$ cat src/hdl/rd_xbar_pkg.sv
// Shared counts, widths, channel structs and codes for the read crossbar, used by scoped name
`default_nettype none

package rd_xbar_pkg;

  // Port counts
  localparam int unsigned NUM_REQ = 2;
  localparam int unsigned NUM_TGT = 2;

  // Field widths
  localparam int unsigned ADDR_W    = 32;
  localparam int unsigned DATA_W    = 32;
  localparam int unsigned REQ_ID_W  = 4;
  localparam int unsigned REQ_IDX_W = 1;
  localparam int unsigned TGT_ID_W  = REQ_ID_W + REQ_IDX_W;
  localparam int unsigned LEN_W     = 4;
  localparam int unsigned TGT_IDX_W = 1;

  // Destination index, one more than the targets for the error lane
  localparam int unsigned DST_W = 2;
  localparam logic [DST_W-1:0] DST_ERR = DST_W'(NUM_TGT);

  // Response codes
  typedef enum logic [1:0] {
    RESP_OKAY   = 2'd0,
    RESP_DECERR = 2'd3
  } resp_e;

  // Requester side, narrow ID
  typedef struct packed {
    logic [REQ_ID_W-1:0] id;
    logic [ADDR_W-1:0]   addr;
    logic [LEN_W-1:0]    len;
  } req_ar_t;

  typedef struct packed {
    logic [REQ_ID_W-1:0] id;
    logic [DATA_W-1:0]   data;
    resp_e               resp;
    logic                last;
  } req_r_t;

  // Target side, requester index on top of the ID
  typedef struct packed {
    logic [TGT_ID_W-1:0] id;
    logic [ADDR_W-1:0]   addr;
    logic [LEN_W-1:0]    len;
  } tgt_ar_t;

  typedef struct packed {
    logic [TGT_ID_W-1:0] id;
    logic [DATA_W-1:0]   data;
    resp_e               resp;
    logic                last;
  } tgt_r_t;

  // Address rule, start included and end excluded
  typedef struct packed {
    logic [TGT_IDX_W-1:0] tgt_idx;
    logic [ADDR_W-1:0]    start_addr;
    logic [ADDR_W-1:0]    end_addr;
  } rule_t;

endpackage

`default_nettype wire

$ cat src/hdl/rd_addr_decoder.sv
// Combinational address decoder, maps a read address to a target lane or the error lane
`timescale 1ns/1ps
`default_nettype none

module rd_addr_decoder #(
  parameter int unsigned NumRules = 3
) (
  input  logic [rd_xbar_pkg::ADDR_W-1:0]    addr_i,
  input  rd_xbar_pkg::rule_t [NumRules-1:0] addr_map_i,
  input  logic                              dflt_en_i,
  input  logic [rd_xbar_pkg::TGT_IDX_W-1:0] dflt_tgt_i,
  output logic [rd_xbar_pkg::DST_W-1:0]     dst_o
);

  // Any rule hit and the target of the last one that hit
  logic                              hit;
  logic [rd_xbar_pkg::TGT_IDX_W-1:0] hit_idx;

  // Walk all rules upward
  // A later match overwrites an earlier one, so the highest index wins
  always_comb begin
    hit     = 1'b0;
    hit_idx = '0;
    for (int r = 0; r < NumRules; r++) begin
      if ((addr_map_i[r].start_addr <= addr_i) &&
          (addr_i < addr_map_i[r].end_addr)) begin
        hit     = 1'b1;
        hit_idx = addr_map_i[r].tgt_idx;
      end
    end
  end

  // Pick the lane
  // Miss falls back to the default target, or to the error lane when that is off
  always_comb begin
    dst_o = '0;
    if (hit) begin
      dst_o[rd_xbar_pkg::TGT_IDX_W-1:0] = hit_idx;
    end else if (dflt_en_i) begin
      dst_o[rd_xbar_pkg::TGT_IDX_W-1:0] = dflt_tgt_i;
    end else begin
      dst_o = rd_xbar_pkg::DST_ERR;
    end
  end

endmodule

`default_nettype wire

$ cat src/hdl/rd_req_demux.sv
// Per-requester demux, steers AR to one lane under the ordering rule and merges R back
`timescale 1ns/1ps
`default_nettype none

module rd_req_demux #(
  parameter int unsigned MaxTrans = 4
) (
  input  logic                                              clk_i,
  input  logic                                              arst_n_i,
  // Requester AR
  input  rd_xbar_pkg::req_ar_t                              ar_i,
  input  logic                                              ar_valid_i,
  output logic                                              ar_ready_o,
  input  logic [rd_xbar_pkg::DST_W-1:0]                     dst_i,
  // Requester R
  output rd_xbar_pkg::req_r_t                               r_o,
  output logic                                              r_valid_o,
  input  logic                                              r_ready_i,
  // Destination lanes, the last one is the error responder
  output rd_xbar_pkg::req_ar_t [rd_xbar_pkg::NUM_TGT:0]     lane_ar_o,
  output logic [rd_xbar_pkg::NUM_TGT:0]                     lane_ar_valid_o,
  input  logic [rd_xbar_pkg::NUM_TGT:0]                     lane_ar_ready_i,
  input  rd_xbar_pkg::req_r_t [rd_xbar_pkg::NUM_TGT:0]      lane_r_i,
  input  logic [rd_xbar_pkg::NUM_TGT:0]                     lane_r_valid_i,
  output logic [rd_xbar_pkg::NUM_TGT:0]                     lane_r_ready_o
);

  localparam int unsigned CntW = $clog2(MaxTrans + 1);

  typedef enum logic {
    ST_IDLE = 1'b0,
    ST_BUSY = 1'b1
  } state_e;

  state_e                         state_q;
  logic [rd_xbar_pkg::DST_W-1:0] dst_q;
  logic [CntW-1:0]               cnt_q;

  logic allow;
  logic dst_ready;
  logic ar_fire;
  logic r_done;

  // Ordering rule
  // Room left, and either nothing in flight or the same lane as before
  assign allow = (cnt_q < MaxTrans) && ((state_q == ST_IDLE) || (dst_i == dst_q));

  // AR steering, payload goes to every lane and only one valid rises
  always_comb begin
    dst_ready = 1'b0;
    for (int k = 0; k <= rd_xbar_pkg::NUM_TGT; k++) begin
      lane_ar_o[k]       = ar_i;
      lane_ar_valid_o[k] = ar_valid_i && allow && (dst_i == k);
      if (dst_i == k) begin
        dst_ready = lane_ar_ready_i[k];
      end
    end
  end

  assign ar_ready_o = allow && dst_ready;
  assign ar_fire    = ar_valid_i && ar_ready_o;

  // R merge
  // Only the stored lane can hold answers while reads are in flight
  always_comb begin
    r_o       = lane_r_i[0];
    r_valid_o = 1'b0;
    for (int k = 0; k <= rd_xbar_pkg::NUM_TGT; k++) begin
      lane_r_ready_o[k] = r_ready_i && (state_q == ST_BUSY) && (dst_q == k);
      if (dst_q == k) begin
        r_o       = lane_r_i[k];
        r_valid_o = lane_r_valid_i[k] && (state_q == ST_BUSY);
      end
    end
  end

  // A burst finishes with its last beat
  assign r_done = r_valid_o && r_ready_i && r_o.last;

  // Outstanding count and stored lane
  always_ff @(posedge clk_i or negedge arst_n_i) begin
    if (!arst_n_i) begin
      state_q <= ST_IDLE;
      dst_q   <= '0;
      cnt_q   <= '0;
    end else begin
      case ({ar_fire, r_done})
        2'b10:   cnt_q <= cnt_q + 1'b1;
        2'b01:   cnt_q <= cnt_q - 1'b1;
        default: cnt_q <= cnt_q;
      endcase
      if (ar_fire) begin
        state_q <= ST_BUSY;
        dst_q   <= dst_i;
      end else if (r_done && (cnt_q == CntW'(1))) begin
        // Last read retired, any lane may be taken next
        state_q <= ST_IDLE;
      end
    end
  end

endmodule

`default_nettype wire

$ cat src/hdl/rd_decerr_resp.sv
// Error responder, answers each read it takes with len+1 DECERR beats of zero data
`timescale 1ns/1ps
`default_nettype none

module rd_decerr_resp (
  input  logic                 clk_i,
  input  logic                 arst_n_i,
  input  rd_xbar_pkg::req_ar_t ar_i,
  input  logic                 ar_valid_i,
  output logic                 ar_ready_o,
  output rd_xbar_pkg::req_r_t  r_o,
  output logic                 r_valid_o,
  input  logic                 r_ready_i
);

  typedef enum logic {
    ST_IDLE = 1'b0,
    ST_RESP = 1'b1
  } state_e;

  state_e                           state_q;
  // Captured request, beats left after the current one
  logic [rd_xbar_pkg::REQ_ID_W-1:0] id_q;
  logic [rd_xbar_pkg::LEN_W-1:0]    left_q;

  // One read at a time
  assign ar_ready_o = (state_q == ST_IDLE);

  assign r_valid_o = (state_q == ST_RESP);
  assign r_o.id    = id_q;
  assign r_o.data  = '0;
  assign r_o.resp  = rd_xbar_pkg::RESP_DECERR;
  assign r_o.last  = (left_q == '0);

  always_ff @(posedge clk_i or negedge arst_n_i) begin
    if (!arst_n_i) begin
      state_q <= ST_IDLE;
    end else if ((state_q == ST_IDLE) && ar_valid_i) begin
      state_q <= ST_RESP;
    end else if (r_valid_o && r_ready_i && r_o.last) begin
      state_q <= ST_IDLE;
    end
  end

  // Burst bookkeeping
  always_ff @(posedge clk_i) begin
    if (ar_valid_i && ar_ready_o) begin
      id_q   <= ar_i.id;
      left_q <= ar_i.len;
    end else if (r_valid_o && r_ready_i) begin
      left_q <= left_q - 1'b1;
    end
  end

endmodule

`default_nettype wire

$ cat src/hdl/rd_target_mux.sv
// Per-target mux, round-robin AR arbitration with ID widening and R return by ID top bits
`timescale 1ns/1ps
`default_nettype none

module rd_target_mux (
  input  logic                                               clk_i,
  input  logic                                               arst_n_i,
  // From the requester demuxes
  input  rd_xbar_pkg::req_ar_t [rd_xbar_pkg::NUM_REQ-1:0]    req_ar_i,
  input  logic [rd_xbar_pkg::NUM_REQ-1:0]                    req_ar_valid_i,
  output logic [rd_xbar_pkg::NUM_REQ-1:0]                    req_ar_ready_o,
  output rd_xbar_pkg::req_r_t [rd_xbar_pkg::NUM_REQ-1:0]     req_r_o,
  output logic [rd_xbar_pkg::NUM_REQ-1:0]                    req_r_valid_o,
  input  logic [rd_xbar_pkg::NUM_REQ-1:0]                    req_r_ready_i,
  // Target port
  output rd_xbar_pkg::tgt_ar_t                               tgt_ar_o,
  output logic                                               tgt_ar_valid_o,
  input  logic                                               tgt_ar_ready_i,
  input  rd_xbar_pkg::tgt_r_t                                tgt_r_i,
  input  logic                                               tgt_r_valid_i,
  output logic                                               tgt_r_ready_o
);

  // Round-robin start point, lock flag and locked requester
  logic [rd_xbar_pkg::REQ_IDX_W-1:0] rr_q;
  logic                              lock_q;
  logic [rd_xbar_pkg::REQ_IDX_W-1:0] lock_idx_q;

  logic [rd_xbar_pkg::REQ_IDX_W-1:0] gnt_idx;
  logic                              gnt_valid;
  logic [31:0]                       rr_next;
  logic [rd_xbar_pkg::REQ_IDX_W-1:0] r_idx;

  // Grant
  // Held while a granted AR waits, otherwise the first valid from the pointer on
  always_comb begin
    logic [31:0] cand;
    logic        found;
    cand    = '0;
    found   = 1'b0;
    gnt_idx = rr_q;
    if (lock_q) begin
      gnt_idx = lock_idx_q;
    end else begin
      for (int k = 0; k < rd_xbar_pkg::NUM_REQ; k++) begin
        cand = (32'(rr_q) + 32'(k)) % 32'(rd_xbar_pkg::NUM_REQ);
        if (!found && req_ar_valid_i[cand[rd_xbar_pkg::REQ_IDX_W-1:0]]) begin
          found   = 1'b1;
          gnt_idx = cand[rd_xbar_pkg::REQ_IDX_W-1:0];
        end
      end
    end
  end

  assign gnt_valid = req_ar_valid_i[gnt_idx];

  // Widen the ID with the requester index
  assign tgt_ar_valid_o = gnt_valid;
  assign tgt_ar_o.id    = {gnt_idx, req_ar_i[gnt_idx].id};
  assign tgt_ar_o.addr  = req_ar_i[gnt_idx].addr;
  assign tgt_ar_o.len   = req_ar_i[gnt_idx].len;

  for (genvar i = 0; i < rd_xbar_pkg::NUM_REQ; i++) begin : gen_req
    assign req_ar_ready_o[i] = tgt_ar_ready_i && gnt_valid && (gnt_idx == i);

    // R payload to all requesters with the index stripped
    assign req_r_o[i].id    = tgt_r_i.id[rd_xbar_pkg::REQ_ID_W-1:0];
    assign req_r_o[i].data  = tgt_r_i.data;
    assign req_r_o[i].resp  = tgt_r_i.resp;
    assign req_r_o[i].last  = tgt_r_i.last;
    assign req_r_valid_o[i] = tgt_r_valid_i && (r_idx == i);
  end

  // Requester index sits in the ID top bits
  assign r_idx         = tgt_r_i.id[rd_xbar_pkg::TGT_ID_W-1 -: rd_xbar_pkg::REQ_IDX_W];
  assign tgt_r_ready_o = req_r_ready_i[r_idx];

  // Pointer moves past the winner on each transfer
  assign rr_next = (32'(gnt_idx) + 32'd1) % 32'(rd_xbar_pkg::NUM_REQ);

  always_ff @(posedge clk_i or negedge arst_n_i) begin
    if (!arst_n_i) begin
      rr_q       <= '0;
      lock_q     <= 1'b0;
      lock_idx_q <= '0;
    end else begin
      // Lock under back-pressure so the target sees a stable request
      lock_q     <= gnt_valid && !tgt_ar_ready_i;
      lock_idx_q <= gnt_idx;
      if (gnt_valid && tgt_ar_ready_i) begin
        rr_q <= rr_next[rd_xbar_pkg::REQ_IDX_W-1:0];
      end
    end
  end

endmodule

`default_nettype wire

$ cat src/hdl/rd_xbar_top.sv
// Read crossbar top level, decoders, demuxes and error responders per requester, muxes per target
`timescale 1ns/1ps
`default_nettype none

module rd_xbar_top #(
  parameter int unsigned NumRules = 3,
  parameter int unsigned MaxTrans = 4
) (
  input  logic                                                 clk_i,
  input  logic                                                 arst_n_i,
  // Requester ports
  input  rd_xbar_pkg::req_ar_t [rd_xbar_pkg::NUM_REQ-1:0]      req_ar_i,
  input  logic [rd_xbar_pkg::NUM_REQ-1:0]                      req_ar_valid_i,
  output logic [rd_xbar_pkg::NUM_REQ-1:0]                      req_ar_ready_o,
  output rd_xbar_pkg::req_r_t [rd_xbar_pkg::NUM_REQ-1:0]       req_r_o,
  output logic [rd_xbar_pkg::NUM_REQ-1:0]                      req_r_valid_o,
  input  logic [rd_xbar_pkg::NUM_REQ-1:0]                      req_r_ready_i,
  // Target ports
  output rd_xbar_pkg::tgt_ar_t [rd_xbar_pkg::NUM_TGT-1:0]      tgt_ar_o,
  output logic [rd_xbar_pkg::NUM_TGT-1:0]                      tgt_ar_valid_o,
  input  logic [rd_xbar_pkg::NUM_TGT-1:0]                      tgt_ar_ready_i,
  input  rd_xbar_pkg::tgt_r_t [rd_xbar_pkg::NUM_TGT-1:0]       tgt_r_i,
  input  logic [rd_xbar_pkg::NUM_TGT-1:0]                      tgt_r_valid_i,
  output logic [rd_xbar_pkg::NUM_TGT-1:0]                      tgt_r_ready_o,
  // Global rule map and per-requester default target
  input  rd_xbar_pkg::rule_t [NumRules-1:0]                    addr_map_i,
  input  logic [rd_xbar_pkg::NUM_REQ-1:0]                      dflt_en_i,
  input  logic [rd_xbar_pkg::NUM_REQ-1:0][rd_xbar_pkg::TGT_IDX_W-1:0] dflt_tgt_i
);

  // Demux side, indexed [requester][lane]
  rd_xbar_pkg::req_ar_t [rd_xbar_pkg::NUM_REQ-1:0][rd_xbar_pkg::NUM_TGT:0] lane_ar;
  logic [rd_xbar_pkg::NUM_REQ-1:0][rd_xbar_pkg::NUM_TGT:0] lane_ar_valid, lane_ar_ready;
  rd_xbar_pkg::req_r_t  [rd_xbar_pkg::NUM_REQ-1:0][rd_xbar_pkg::NUM_TGT:0] lane_r;
  logic [rd_xbar_pkg::NUM_REQ-1:0][rd_xbar_pkg::NUM_TGT:0] lane_r_valid, lane_r_ready;

  // Mux side, indexed [target][requester]
  rd_xbar_pkg::req_ar_t [rd_xbar_pkg::NUM_TGT-1:0][rd_xbar_pkg::NUM_REQ-1:0] mux_ar;
  logic [rd_xbar_pkg::NUM_TGT-1:0][rd_xbar_pkg::NUM_REQ-1:0] mux_ar_valid, mux_ar_ready;
  rd_xbar_pkg::req_r_t  [rd_xbar_pkg::NUM_TGT-1:0][rd_xbar_pkg::NUM_REQ-1:0] mux_r;
  logic [rd_xbar_pkg::NUM_TGT-1:0][rd_xbar_pkg::NUM_REQ-1:0] mux_r_valid, mux_r_ready;

  logic [rd_xbar_pkg::NUM_REQ-1:0][rd_xbar_pkg::DST_W-1:0] dst;

  for (genvar i = 0; i < rd_xbar_pkg::NUM_REQ; i++) begin : gen_req
    rd_addr_decoder #(
      .NumRules ( NumRules )
    ) i_decoder (
      .addr_i     ( req_ar_i[i].addr ),
      .addr_map_i ( addr_map_i       ),
      .dflt_en_i  ( dflt_en_i[i]     ),
      .dflt_tgt_i ( dflt_tgt_i[i]    ),
      .dst_o      ( dst[i]           )
    );

    rd_req_demux #(
      .MaxTrans ( MaxTrans )
    ) i_demux (
      .clk_i           ( clk_i             ),
      .arst_n_i        ( arst_n_i          ),
      .ar_i            ( req_ar_i[i]       ),
      .ar_valid_i      ( req_ar_valid_i[i] ),
      .ar_ready_o      ( req_ar_ready_o[i] ),
      .dst_i           ( dst[i]            ),
      .r_o             ( req_r_o[i]        ),
      .r_valid_o       ( req_r_valid_o[i]  ),
      .r_ready_i       ( req_r_ready_i[i]  ),
      .lane_ar_o       ( lane_ar[i]        ),
      .lane_ar_valid_o ( lane_ar_valid[i]  ),
      .lane_ar_ready_i ( lane_ar_ready[i]  ),
      .lane_r_i        ( lane_r[i]         ),
      .lane_r_valid_i  ( lane_r_valid[i]   ),
      .lane_r_ready_o  ( lane_r_ready[i]   )
    );

    // Error lane ends in the requester's own responder
    rd_decerr_resp i_decerr (
      .clk_i      ( clk_i                                  ),
      .arst_n_i   ( arst_n_i                               ),
      .ar_i       ( lane_ar[i][rd_xbar_pkg::NUM_TGT]       ),
      .ar_valid_i ( lane_ar_valid[i][rd_xbar_pkg::NUM_TGT] ),
      .ar_ready_o ( lane_ar_ready[i][rd_xbar_pkg::NUM_TGT] ),
      .r_o        ( lane_r[i][rd_xbar_pkg::NUM_TGT]        ),
      .r_valid_o  ( lane_r_valid[i][rd_xbar_pkg::NUM_TGT]  ),
      .r_ready_i  ( lane_r_ready[i][rd_xbar_pkg::NUM_TGT]  )
    );

    // Crossing, target lanes swap their index order
    for (genvar j = 0; j < rd_xbar_pkg::NUM_TGT; j++) begin : gen_cross
      assign mux_ar[j][i]       = lane_ar[i][j];
      assign mux_ar_valid[j][i] = lane_ar_valid[i][j];
      assign lane_ar_ready[i][j] = mux_ar_ready[j][i];
      assign lane_r[i][j]       = mux_r[j][i];
      assign lane_r_valid[i][j] = mux_r_valid[j][i];
      assign mux_r_ready[j][i]  = lane_r_ready[i][j];
    end
  end

  for (genvar j = 0; j < rd_xbar_pkg::NUM_TGT; j++) begin : gen_tgt
    rd_target_mux i_mux (
      .clk_i          ( clk_i             ),
      .arst_n_i       ( arst_n_i          ),
      .req_ar_i       ( mux_ar[j]         ),
      .req_ar_valid_i ( mux_ar_valid[j]   ),
      .req_ar_ready_o ( mux_ar_ready[j]   ),
      .req_r_o        ( mux_r[j]          ),
      .req_r_valid_o  ( mux_r_valid[j]    ),
      .req_r_ready_i  ( mux_r_ready[j]    ),
      .tgt_ar_o       ( tgt_ar_o[j]       ),
      .tgt_ar_valid_o ( tgt_ar_valid_o[j] ),
      .tgt_ar_ready_i ( tgt_ar_ready_i[j] ),
      .tgt_r_i        ( tgt_r_i[j]        ),
      .tgt_r_valid_i  ( tgt_r_valid_i[j]  ),
      .tgt_r_ready_o  ( tgt_r_ready_o[j]  )
    );
  end

endmodule

`default_nettype wire

$ cat config.mk
export PLATFORM = sky130hd
export DESIGN_NAME = rd_xbar_top
export DESIGN_NICKNAME = d
export VERILOG_FILES = /design/src/hdl/rd_xbar_pkg.sv /design/src/hdl/rd_addr_decoder.sv /design/src/hdl/rd_req_demux.sv /design/src/hdl/rd_decerr_resp.sv /design/src/hdl/rd_target_mux.sv /design/src/hdl/rd_xbar_top.sv
export SDC_FILE = /design/constraint.sdc
export NUM_CORES = 1
export LEC_CHECK = 0
export ABC_AREA = 0
export BUFFER_PORTS_ARGS = -buffer_cell sky130_fd_sc_hd__buf_2
export CAP_MARGIN = 10
export CORE_AREA = 3 3 210 212
export DETAILED_ROUTE_END_ITERATION = 12
export DIE_AREA = 0 0 213 215
export HOLD_SLACK_MARGIN = 0.05
export SETUP_SLACK_MARGIN = 0.2
export SYNTH_ARGS = -nofsm -noshare
export SYNTH_HDL_FRONTEND = slang
export SYNTH_SLANG_ARGS = --single-unit
$ cat constraint.sdc
create_clock -name clk_i -period 4.56 [get_ports clk_i]
set_input_delay 0.456 -clock clk_i [delete_from_list [all_inputs] [get_ports clk_i]]
set_output_delay 0.456 -clock clk_i [all_outputs]
set_load 0.02 [all_outputs]
==> Yosys cells after proc, flatten, opt, wreduce, memory -nomap -nowiden <==
Index checks and enable logic that the tools add are counted.
{ "classes": {"add_sub_neg": 10, "multipliers": 0, "div_mod_pow": 0, "order_cmp": 22, "n_eq_ne": 16, "n_shift": 0, "muxes": 78, "bitwise_logic": 8, "reduce_logical": 80} }
{ "ops": {"columns": ["op", "n"], "rows": [
  ["32-bit <= comparator", 6],
  ["32-bit less-than comparator", 6],
  ["40-bit 2-to-1 mux", 4],
  ["39-bit 2-to-1 mux", 4],
  ["1-bit 2-to-1 mux", 64],
  ["1-bit logical AND", 60],
  ["1-bit by 2-bit less-than comparator with 1-bit output (second input constant)", 8],
  ["4-bit 2-to-1 mux", 4],
  ["2-bit nonzero test", 8],
  ["2-bit by 1-bit == test with 1-bit output (second input constant)", 6],
  ["2-bit == test (second input constant)", 6],
  ["3-bit one-hot mux with 2 select lines", 2],
  ["2-bit logical NOT", 4],
  ["4-bit logical NOT", 2],
  ["1-bit NOT", 8],
  ["4-bit by 1-bit subtractor with 4-bit output (second input constant)", 2],
  ["3-bit by 1-bit adder with 3-bit output (second input constant)", 2],
  ["3-bit by 1-bit == test with 1-bit output (second input constant)", 2],
  ["3-bit less-than comparator (second input constant)", 2],
  ["3-bit by 1-bit subtractor with 3-bit output (second input constant)", 2],
  ["1-bit adder (second input constant)", 4],
  ["2-bit == test", 2],
  ["1-bit logical NOT", 4],
  ["1-bit logical OR", 2]
]} }
{ "totals": {"reg_bits": 36, "latchBits": 0, "ramBits": 0, "mem_bits_ro": 0, "inputBits": 369, "out_inout_bits": 168, "mem_count": 0} }

==> Logic depth before layout (Yosys ltp) <==
Gate-level depths: netlist of the first run.
{ "logic_depth": {"depth_word": 30, "ltp_mapped": 17, "mapped_depth_nobuf": 17} }

==> Hierarchy <==
A second synthesis of the first run with hierarchy kept.
{ "unflattened": {"cells_unflattened": 2656, "hier_area_um2": 20038.0} }
{ "by_module_without_submodules": {"columns": ["mod", "instances", "cells_each", "area_each_um2", "seq_area_each_um2"], "rows": [
  ["rd_addr_decoder", 2, 622, 4571.9, 0.0],
  ["rd_target_mux", 2, 294, 2105.8, 75.1],
  ["rd_req_demux at gen_req[0].i_demux", 1, 344, 2688.8, 150.1],
  ["rd_req_demux at gen_req[1].i_demux", 1, 348, 2657.5, 150.1],
  ["rd_decerr_resp", 2, 66, 668.1, 265.3]
]} }

==> Worst setup path after synthesis of the first run <==
Ideal clock, no wire load.
{ "synth_path": {"path_kind": "input -> output", "start": "input req_ar_i[5] in the netlist's numbering", "end": "output tgt_ar_o[48] in the netlist's numbering", "t_arrival_ps": 3768, "required_ps": 4104, "slack_ps": 336, "stages": 14, "cell_sequence": "inv_1 > ha_1 > nor2b_1 > o211ai_1 > a2111o_1 > a311oi_2 > nor4_4 > a211oi_4 > mux2i_1 > o221ai_2 > maj3_2 > mux2i_4 > buf_4 > mux2i_1"} }
{ "synth_lines": {"columns": ["item", "line", "rtl"], "rows": [
  ["from (decl)", "rd_xbar_top.sv:12", "input rd_xbar_pkg::req_ar_t [rd_xbar_pkg::NUM_REQ-1:0] req_ar_i,"],
  ["to (decl)", "rd_xbar_top.sv:19", "output rd_xbar_pkg::tgt_ar_t [rd_xbar_pkg::NUM_TGT-1:0] tgt_ar_o,"]
]} }

==> results of run 1 <==
==> cells in the mapped netlist, types with 7 or more instances <==
cell type / number
a211oi_1: 25
a21o_1: 26
o21a_1: 9
nand3_1: 35
a31o_2: 8
inv_1: 190
nor3_1: 22
nand2_1: 175
edfxtp_1: 16
dfrtp_1: 20
mux2_4: 7
mux2i_1: 147
nand2b_1: 10
o211ai_1: 15
nor4_1: 10
ha_1: 388
and3_1: 9
xnor2_1: 7
o21ai_0: 124
clkbuf_1: 27
a221oi_1: 8
nor2b_1: 22
and4_1: 7
mux2_1: 10
and2_1: 7
a21oi_1: 166
buf_4: 18
nand4_1: 68
nor2_1: 53
==> cells by family after synthesis <==
family,after synthesis
muxes,170
and+or+nand+nor,451
adders and majority gates,389
xor gates and xnor gates,11
buffers and inverters,242
AOI/OAI and AO/OA,460
DFF,36
==> sequential cells by signal (all words and copies together), names as in the netlist, 4 cells and up <==
name	cells
gen_req.i_decerr.id_q	8
gen_req.i_decerr.left_q	8
gen_req.i_demux.cnt_q	6
gen_req.i_demux.dst_q	4
==> layer usage <==
layer | track usage (%) | share of wire [%] | vias to the layer above
li1 | - | - | 8352
met1 | 34.4 | 39 | 8094
met2 | 53.0 | 49 | 693
met3 | 4.43 | 6.4 | 167
met4 | 13.7 | 5.4 | 22
met5 | 0 | 0.19 | -
==> worst max-delay path: cells and delay by family <==
kind | cells | cell delay [ns]
muxes | 3 | 0.69
adders and majority gates | 2 | 0.62
AOI/OAI and AO/OA | 4 | 0.77
and+or+nand+nor | 3 | 0.64
buffers and inverters | 8 | 1.35
==> area by class of cell <==
| cell class | instances | area (sq um) | share of cell area, % |
|---|---|---|---|
| Multi-Input combinational cell | 1481 | 12600 | 58.9 |
| Antenna cell | 17 | 42.5 | 0.200 |
| Sequential cell | 36 | 983 | 4.61 |
| Inverter | 191 | 758 | 3.56 |
| Clock buffer | 5 | 125 | 0.587 |
| Timing Repair Buffer | 915 | 6150 | 28.9 |
| Clock inverter | 3 | 18.8 | 0.0881 |
| Tap cell | 539 | 674 | 3.16 |
==> report_power, final <==
| part | total [mW] | internal [mW] | leakage [nW] | switching, mW |
|---|---|---|---|---|
| Sequential | 0.544 | 0.416 | 0.387 | 0.128 |
| Combinational | 5.64 | 2.56 | 10.8 | 3.09 |
| Clock | 0.343 | 0.201 | 0.0737 | 0.142 |
| Total | 6.53 | 3.17 | 11.3 | 3.36 |
==> worst max path at each step <==
stage | slack, ns | endpoint | start | cells past startpoint
5_1_grt | -0.58 | tgt_ar_o[67] | req_ar_i[29] | 20
3_5_place_dp | -0.75 | tgt_ar_o[56] | addr_map_i[80] | 17
4_1_cts | -0.26 | tgt_ar_o[56] | req_ar_i[29] | 20
6_report | -0.43 | tgt_ar_o[52] | req_ar_i[29] | 20
2_1_floorplan | 0.34 | tgt_ar_o[48] | req_ar_i[5] | 14
3_3_place_gp | -0.63 | tgt_ar_o[22] | req_ar_i[19] | 19
==> timing repair <==
action	4_1_cts	5_1_grt
resized for setup	226	36
setup buffers	38	9
endpoints found under the hold margin	0	0
gates cloned	6	0
pin swaps	45	13
endpoints found under the setup margin	106	99
==> results.md, run 1 <==
- Status: finished, violations left
- Failing checks: negative setup slack
- Cells after synthesis: 1,759
- Pins Over Slew Limit: 0
- CTS root buffer: clkbuf_16
- Fin Setup TNS: -27.30 ns
- First-pass GRT wire length: 104,000 microns
- DRT iter0 DRCs: 875
- Dominant cell type by area after synthesis: ha_1
- Xor and xnor area share after synthesis: 0.693%
- Die area: 45,800 sq um
- Dpl ws: -0.753 ns
- Worst Tran Pin Value: 1.15 ns
- Post-Syn Area per Cell: 7.90 sq um
- Clock slew at reported path FFs: ~0.06 ns
- Reg2reg start: gen_req[0].i_demux.dst_q[0]$_DFFE_PN0P_
- RSZ-0062 raised after global routing: yes
- Mapped Nets: about 2,500
- Number of global-route vias before repair: 17,700
- Final instance area: 21,300 sq um
- Unique masters post-synth: 88
- Clock Sink Count: 36
- Hold Buf Count CTS: 0
- Final period util: 110%
- Most frequent cells in the layout: buf_2 (442), buf_4 (423), ha_1 (366)
- Adder-cell area share of the yosys netlist: 35.0%
- Final Util: between 50% and 60%
- Hold_ws: 0.131 ns
- Synth Cell Area: around 14,000 sq um
- Placed Instances: 3,108
- Most Frequent Cell on Critical Path: buf_4
- Drt pass-1 iters: 5
- DRC Markers: 0
- Max-Slew Margin vs Limit: 23.3%
- Static Leak: 11.3 nW
- Worst setup SP type: primary input
- HP Class: primary input to asynchronous set/reset pin
- Inserted Clock Buffers: 5
- Ys flop type: dfrtp_1
- # IOs: 537
- Final critical-path setup slack: -0.435 ns
- Seq/Total Area, Yosys: 7.06%
- Compound-gate portion of the synthesized area: 20.8%
- DP HPWL: 61,900 microns
- Largest net degree at the start of global routing: 57
- Power consumption: ~6.5 mW
- Synthesis warning total: 0
- Critical path capture point type: primary output
- Final Hold Vio Count: 0
- Routability cong.: 0.955
- Max_cap viols: 0
- Simple-gate share of the synthesized area: 16.6%
- Layout area overhead: 53.4%
- Setup Crit Path Kind: primary input to primary output
- H-tree depth reported by CTS: 2
- Initial Util: 33.0%
- Yosys top cell area share: 34.9%
- Die Ht: 215 microns
- Largest family of logic cells by synthesized area: adder cells
- Power Density: 306 nW/um^2
- Maximum fanout along the worst path: 8
- Clk_lat worst skew: just under 0.3 ns
- Peak supply drop: approximately 180 uV
- Die Span X: 213 microns
- CP required: 4.10 ns
- Longest Clk Path Bufs: 2
- Routed len/inst: 22.3 microns
- Setup Skew: 0.00795 ns
- Area contributors post-synth: ha_1 (35%), mux2i_1 (11%), a21oi_1 (6.0%), inv_1 (5.1%), nand2_1 (4.7%)
- Via count: 17,300
- Ys async rst share: 55.6%
- Non-Filler Instances: 3,187
- CTS tree: done
- Fmax: about 200 MHz
- Routed Antenna Nets: 0
- Vias per cell: 5.44
- Mux contribution to synthesized area: between 10% and 20%
- Nets@finish: 3,387
- Initial antenna violation count: 31
- # port buffers: about 540
- # setup viols final: 84
- Layout cell share with drive strength beyond 1: 40.5%
- Area after DPL: between 15,000 and 20,000 sq um
- Minimum clock period: 4.99 ns
- Crit path cell chain: buf_8 -> clkinvlp_4 -> buf_6 -> ha_4 -> nand4_1 -> nor4_2 -> buf_4 -> nand3_2 -> a41oi_2 -> o21ai_4 -> a211oi_4 -> mux2i_2 -> o221ai_2 -> maj3_2 -> mux2i_4 -> buf_12 -> buf_12 -> buf_4 -> mux2i_1 -> buf_4
- RR Endpoint: gen_req[0].i_demux.cnt_q[2]$_DFFE_PN0P_
- R2R Setup Slk: ~1.6 ns
- CORE AREA: 42,100 sq um
- Crit path DAT: 4.54 ns
- Slowest cell on crit path: nor4_2
- Flops & latches, synth: 36
- R2R depth: 10
- Number of flops mapped to enable cells by yosys: 16
- Commonest non-fill, non-tap cell in the layout: buf_2
- Fill cell total of the finished layout: 4,135
- CP max stage delay: 0.38 ns
- Cell Rows: 75
- Total Routing Usage GR: 29.6%
- Final WL: between 70,000 and 80,000 microns
- GR Overflow Total: 0
(Power assumes the default switching activity.)
==> run 2, diff against run 1 <==
Settings changed: BUFFER_PORTS_ARGS -buffer_cell sky130_fd_sc_hd__buf_2 to -buffer_cell sky130_fd_sc_hd__buf_4, PLACE_DENSITY set to 0.56.
==> results.md, run 2 (synthesis results as in run 1) <==
- R2R Setup Slk: around 1.5 ns
- Power consumption: 6.81 mW
- Final period util: 107%
- Initial Util: approximately a third
- # setup viols final: 84
- Most Frequent Cell on Critical Path: buf_4
- Static Leak: roughly 11 nW
- Drt pass-1 iters: 8
- Worst Tran Pin Value: ~0.91 ns
- Layout area overhead: 57.7%
- R2R depth: 13
- Maximum fanout along the worst path: 5
- Routed Antenna Nets: 0
- Status: finished, violations left
- # port buffers: roughly 540
- RR Endpoint: gen_req[0].i_demux.dst_q[0]$_DFFE_PN0P_
- Via count: 16,900
- Layout cell share with drive strength beyond 1: between 30% and 40%
- Nets@finish: 3,300
- Vias per cell: between 5 and 6
- GR Overflow Total: 0
- Clk_lat worst skew: 0.29 ns
- Final instance area: 21,900 sq um
- Pins Over Slew Limit: 0
- Max_cap viols: 0
- Power Density: 311 nW/um^2
- Worst Setup EP: tgt_ar_o[2]
- Most frequent cells in the layout: buf_4 (763), ha_1 (373), inv_1 (175)
- CTS root buffer: clkbuf_16
- Worst Setup SP: req_ar_i[34]
- Fmax: 206 MHz
- Critical path capture point type: primary output
- Crit path cell chain: buf_8 -> buf_4 -> buf_4 -> ha_1 -> nand3_1 -> nor4_2 -> buf_4 -> nand2_1 -> nand3_1 -> a31oi_4 -> buf_4 -> a211oi_4 -> buf_4 -> buf_6 -> mux2i_4 -> nor2b_2 -> nand3_2 -> a31oi_1 -> o31a_2 -> buf_4 -> buf_6 -> mux2_4 -> buf_6
- Setup Crit Path Kind: primary input to primary output
- Failing checks: negative setup slack
- CTS tree: done
- Placed Instances: 3,027
- Die Ht: 215 microns
- # IOs: between 500 and 600
- Final WL: about 69,000 microns
- CORE AREA: approximately 42,000 sq um
- DRC Markers: 0
- Registers with the most flip-flops: gen_req.i_decerr.id_q: 8 flops, gen_req.i_decerr.left_q: 8 flops, gen_req.i_demux.cnt_q: 6 flops
- Final critical-path setup slack: -0.302 ns
- Longest Clk Path Bufs: 2
- Setup Skew: 0.00924 ns
- DP HPWL: 59,600 microns
- Inserted Clock Buffers: 5
- Total Routing Usage GR: between 20% and 30%
- Die Span X: 213 microns
- Commonest non-fill, non-tap cell in the layout: buf_4
- Dpl ws: -0.544 ns
- Area after DPL: about 20,000 sq um
- Slowest cell on crit path: o31a_2
- Largest net degree at the start of global routing: 58
- Final Hold Vio Count: 0
- Clock slew at reported path FFs: 0.06 ns
- CP required: 4.10 ns
- CP max stage delay: roughly 0.41 ns
- DRT iter0 DRCs: 942
- Final Util: 52.0%
- RSZ-0062 raised after global routing: yes
- Non-Filler Instances: 3,098
- Minimum clock period: 4.86 ns
- Max-Slew Margin vs Limit: 39.6%
- Cell Rows: between 70 and 80
- Worst setup SP type: primary input
- Clock Sink Count: 36
- H-tree depth reported by CTS: 2
- Initial antenna violation count: 22
- Routed len/inst: 22.1 microns
- Number of global-route vias before repair: 17,100
- Die area: about 46,000 sq um
- Crit path DAT: 4.41 ns
- Reg2reg start: gen_req[1].i_demux.dst_q[0]$_DFFE_PN0P_
- HP Class: primary input to asynchronous set/reset pin
- Routability cong.: 0.998
- First-pass GRT wire length: roughly 100,000 microns
- Peak supply drop: approximately 220 uV
==> run 2: final cells by class <==
type / instances / area [sq um]
inverter: 191 / 744
multi-input combinational: 1481 / 12700
tap: 539 / 674
fill: 4029 / 20200
antenna: 15 / 37.5
timing repair buffer: 828 / 6630
clock buffer: 5 / 125
clock inverter: 3 / 42.5
sequential: 36 / 983
==> run 2: critical path, delay by kind of cell <==
family          cells  cell delay (ns)
compound gates      4             0.82
fa+ha+maj           1             0.29
buf+inv            10             1.43
mux                 2             0.53
simple gates        6             0.86
==> run 2: power breakdown <==
part	leakage, nW	switching (mW)	internal, mW	total (mW)
clock network	0.0799	0.133	0.257	0.389
registers	0.387	0.137	0.416	0.553
logic	10.8	3.08	2.79	5.87
total	11.3	3.35	3.46	6.81
==> run 2: worst min-delay path by stage <==
stage                  start                                         to  slack, ns  depth (start not counted)
floorplan           arst_n_i  gen_req[0].i_decerr.r_valid_o$_DFFE_PN0P_       0.16                          0
CTS                 arst_n_i    gen_req[1].i_demux.cnt_q[2]$_DFFE_PN0P_       0.05                          1
finish              arst_n_i    gen_req[1].i_demux.cnt_q[2]$_DFFE_PN0P_       0.05                          1
detailed placement  arst_n_i  gen_req[0].i_decerr.r_valid_o$_DFFE_PN0P_       0.36                          1
global route        arst_n_i    gen_req[1].i_demux.cnt_q[2]$_DFFE_PN0P_       0.06                          1
global placement    arst_n_i  gen_req[0].i_decerr.r_valid_o$_DFFE_PN0P_       0.36                          1
==> run 2: layer usage <==
metal  track usage (%)  share of wire (%)
met5                 0               0.13
met4              14.2                5.3
met3              4.35                6.5
met2              49.2                 49
met1              31.7                 39
==> run 2: timing repair <==
action | in CTS | in global routing
gates cloned | 2 | 3
gates resized for setup | 91 | 104
pin swaps | 25 | 41
endpoints found under the setup margin | 96 | 105
hold buffers | 0 | 0
setup buffers | 21 | 22
==> run 2: metrics by stage <==
step,TNS [ns],hold slack (ns)
global placement,-28.57,0.358
floorplan,0,0.160
detailed placement,-32.79,0.361
global route,-30.18,0.0637
finish,-18.60,0.0525
CTS,-11.95,0.0536
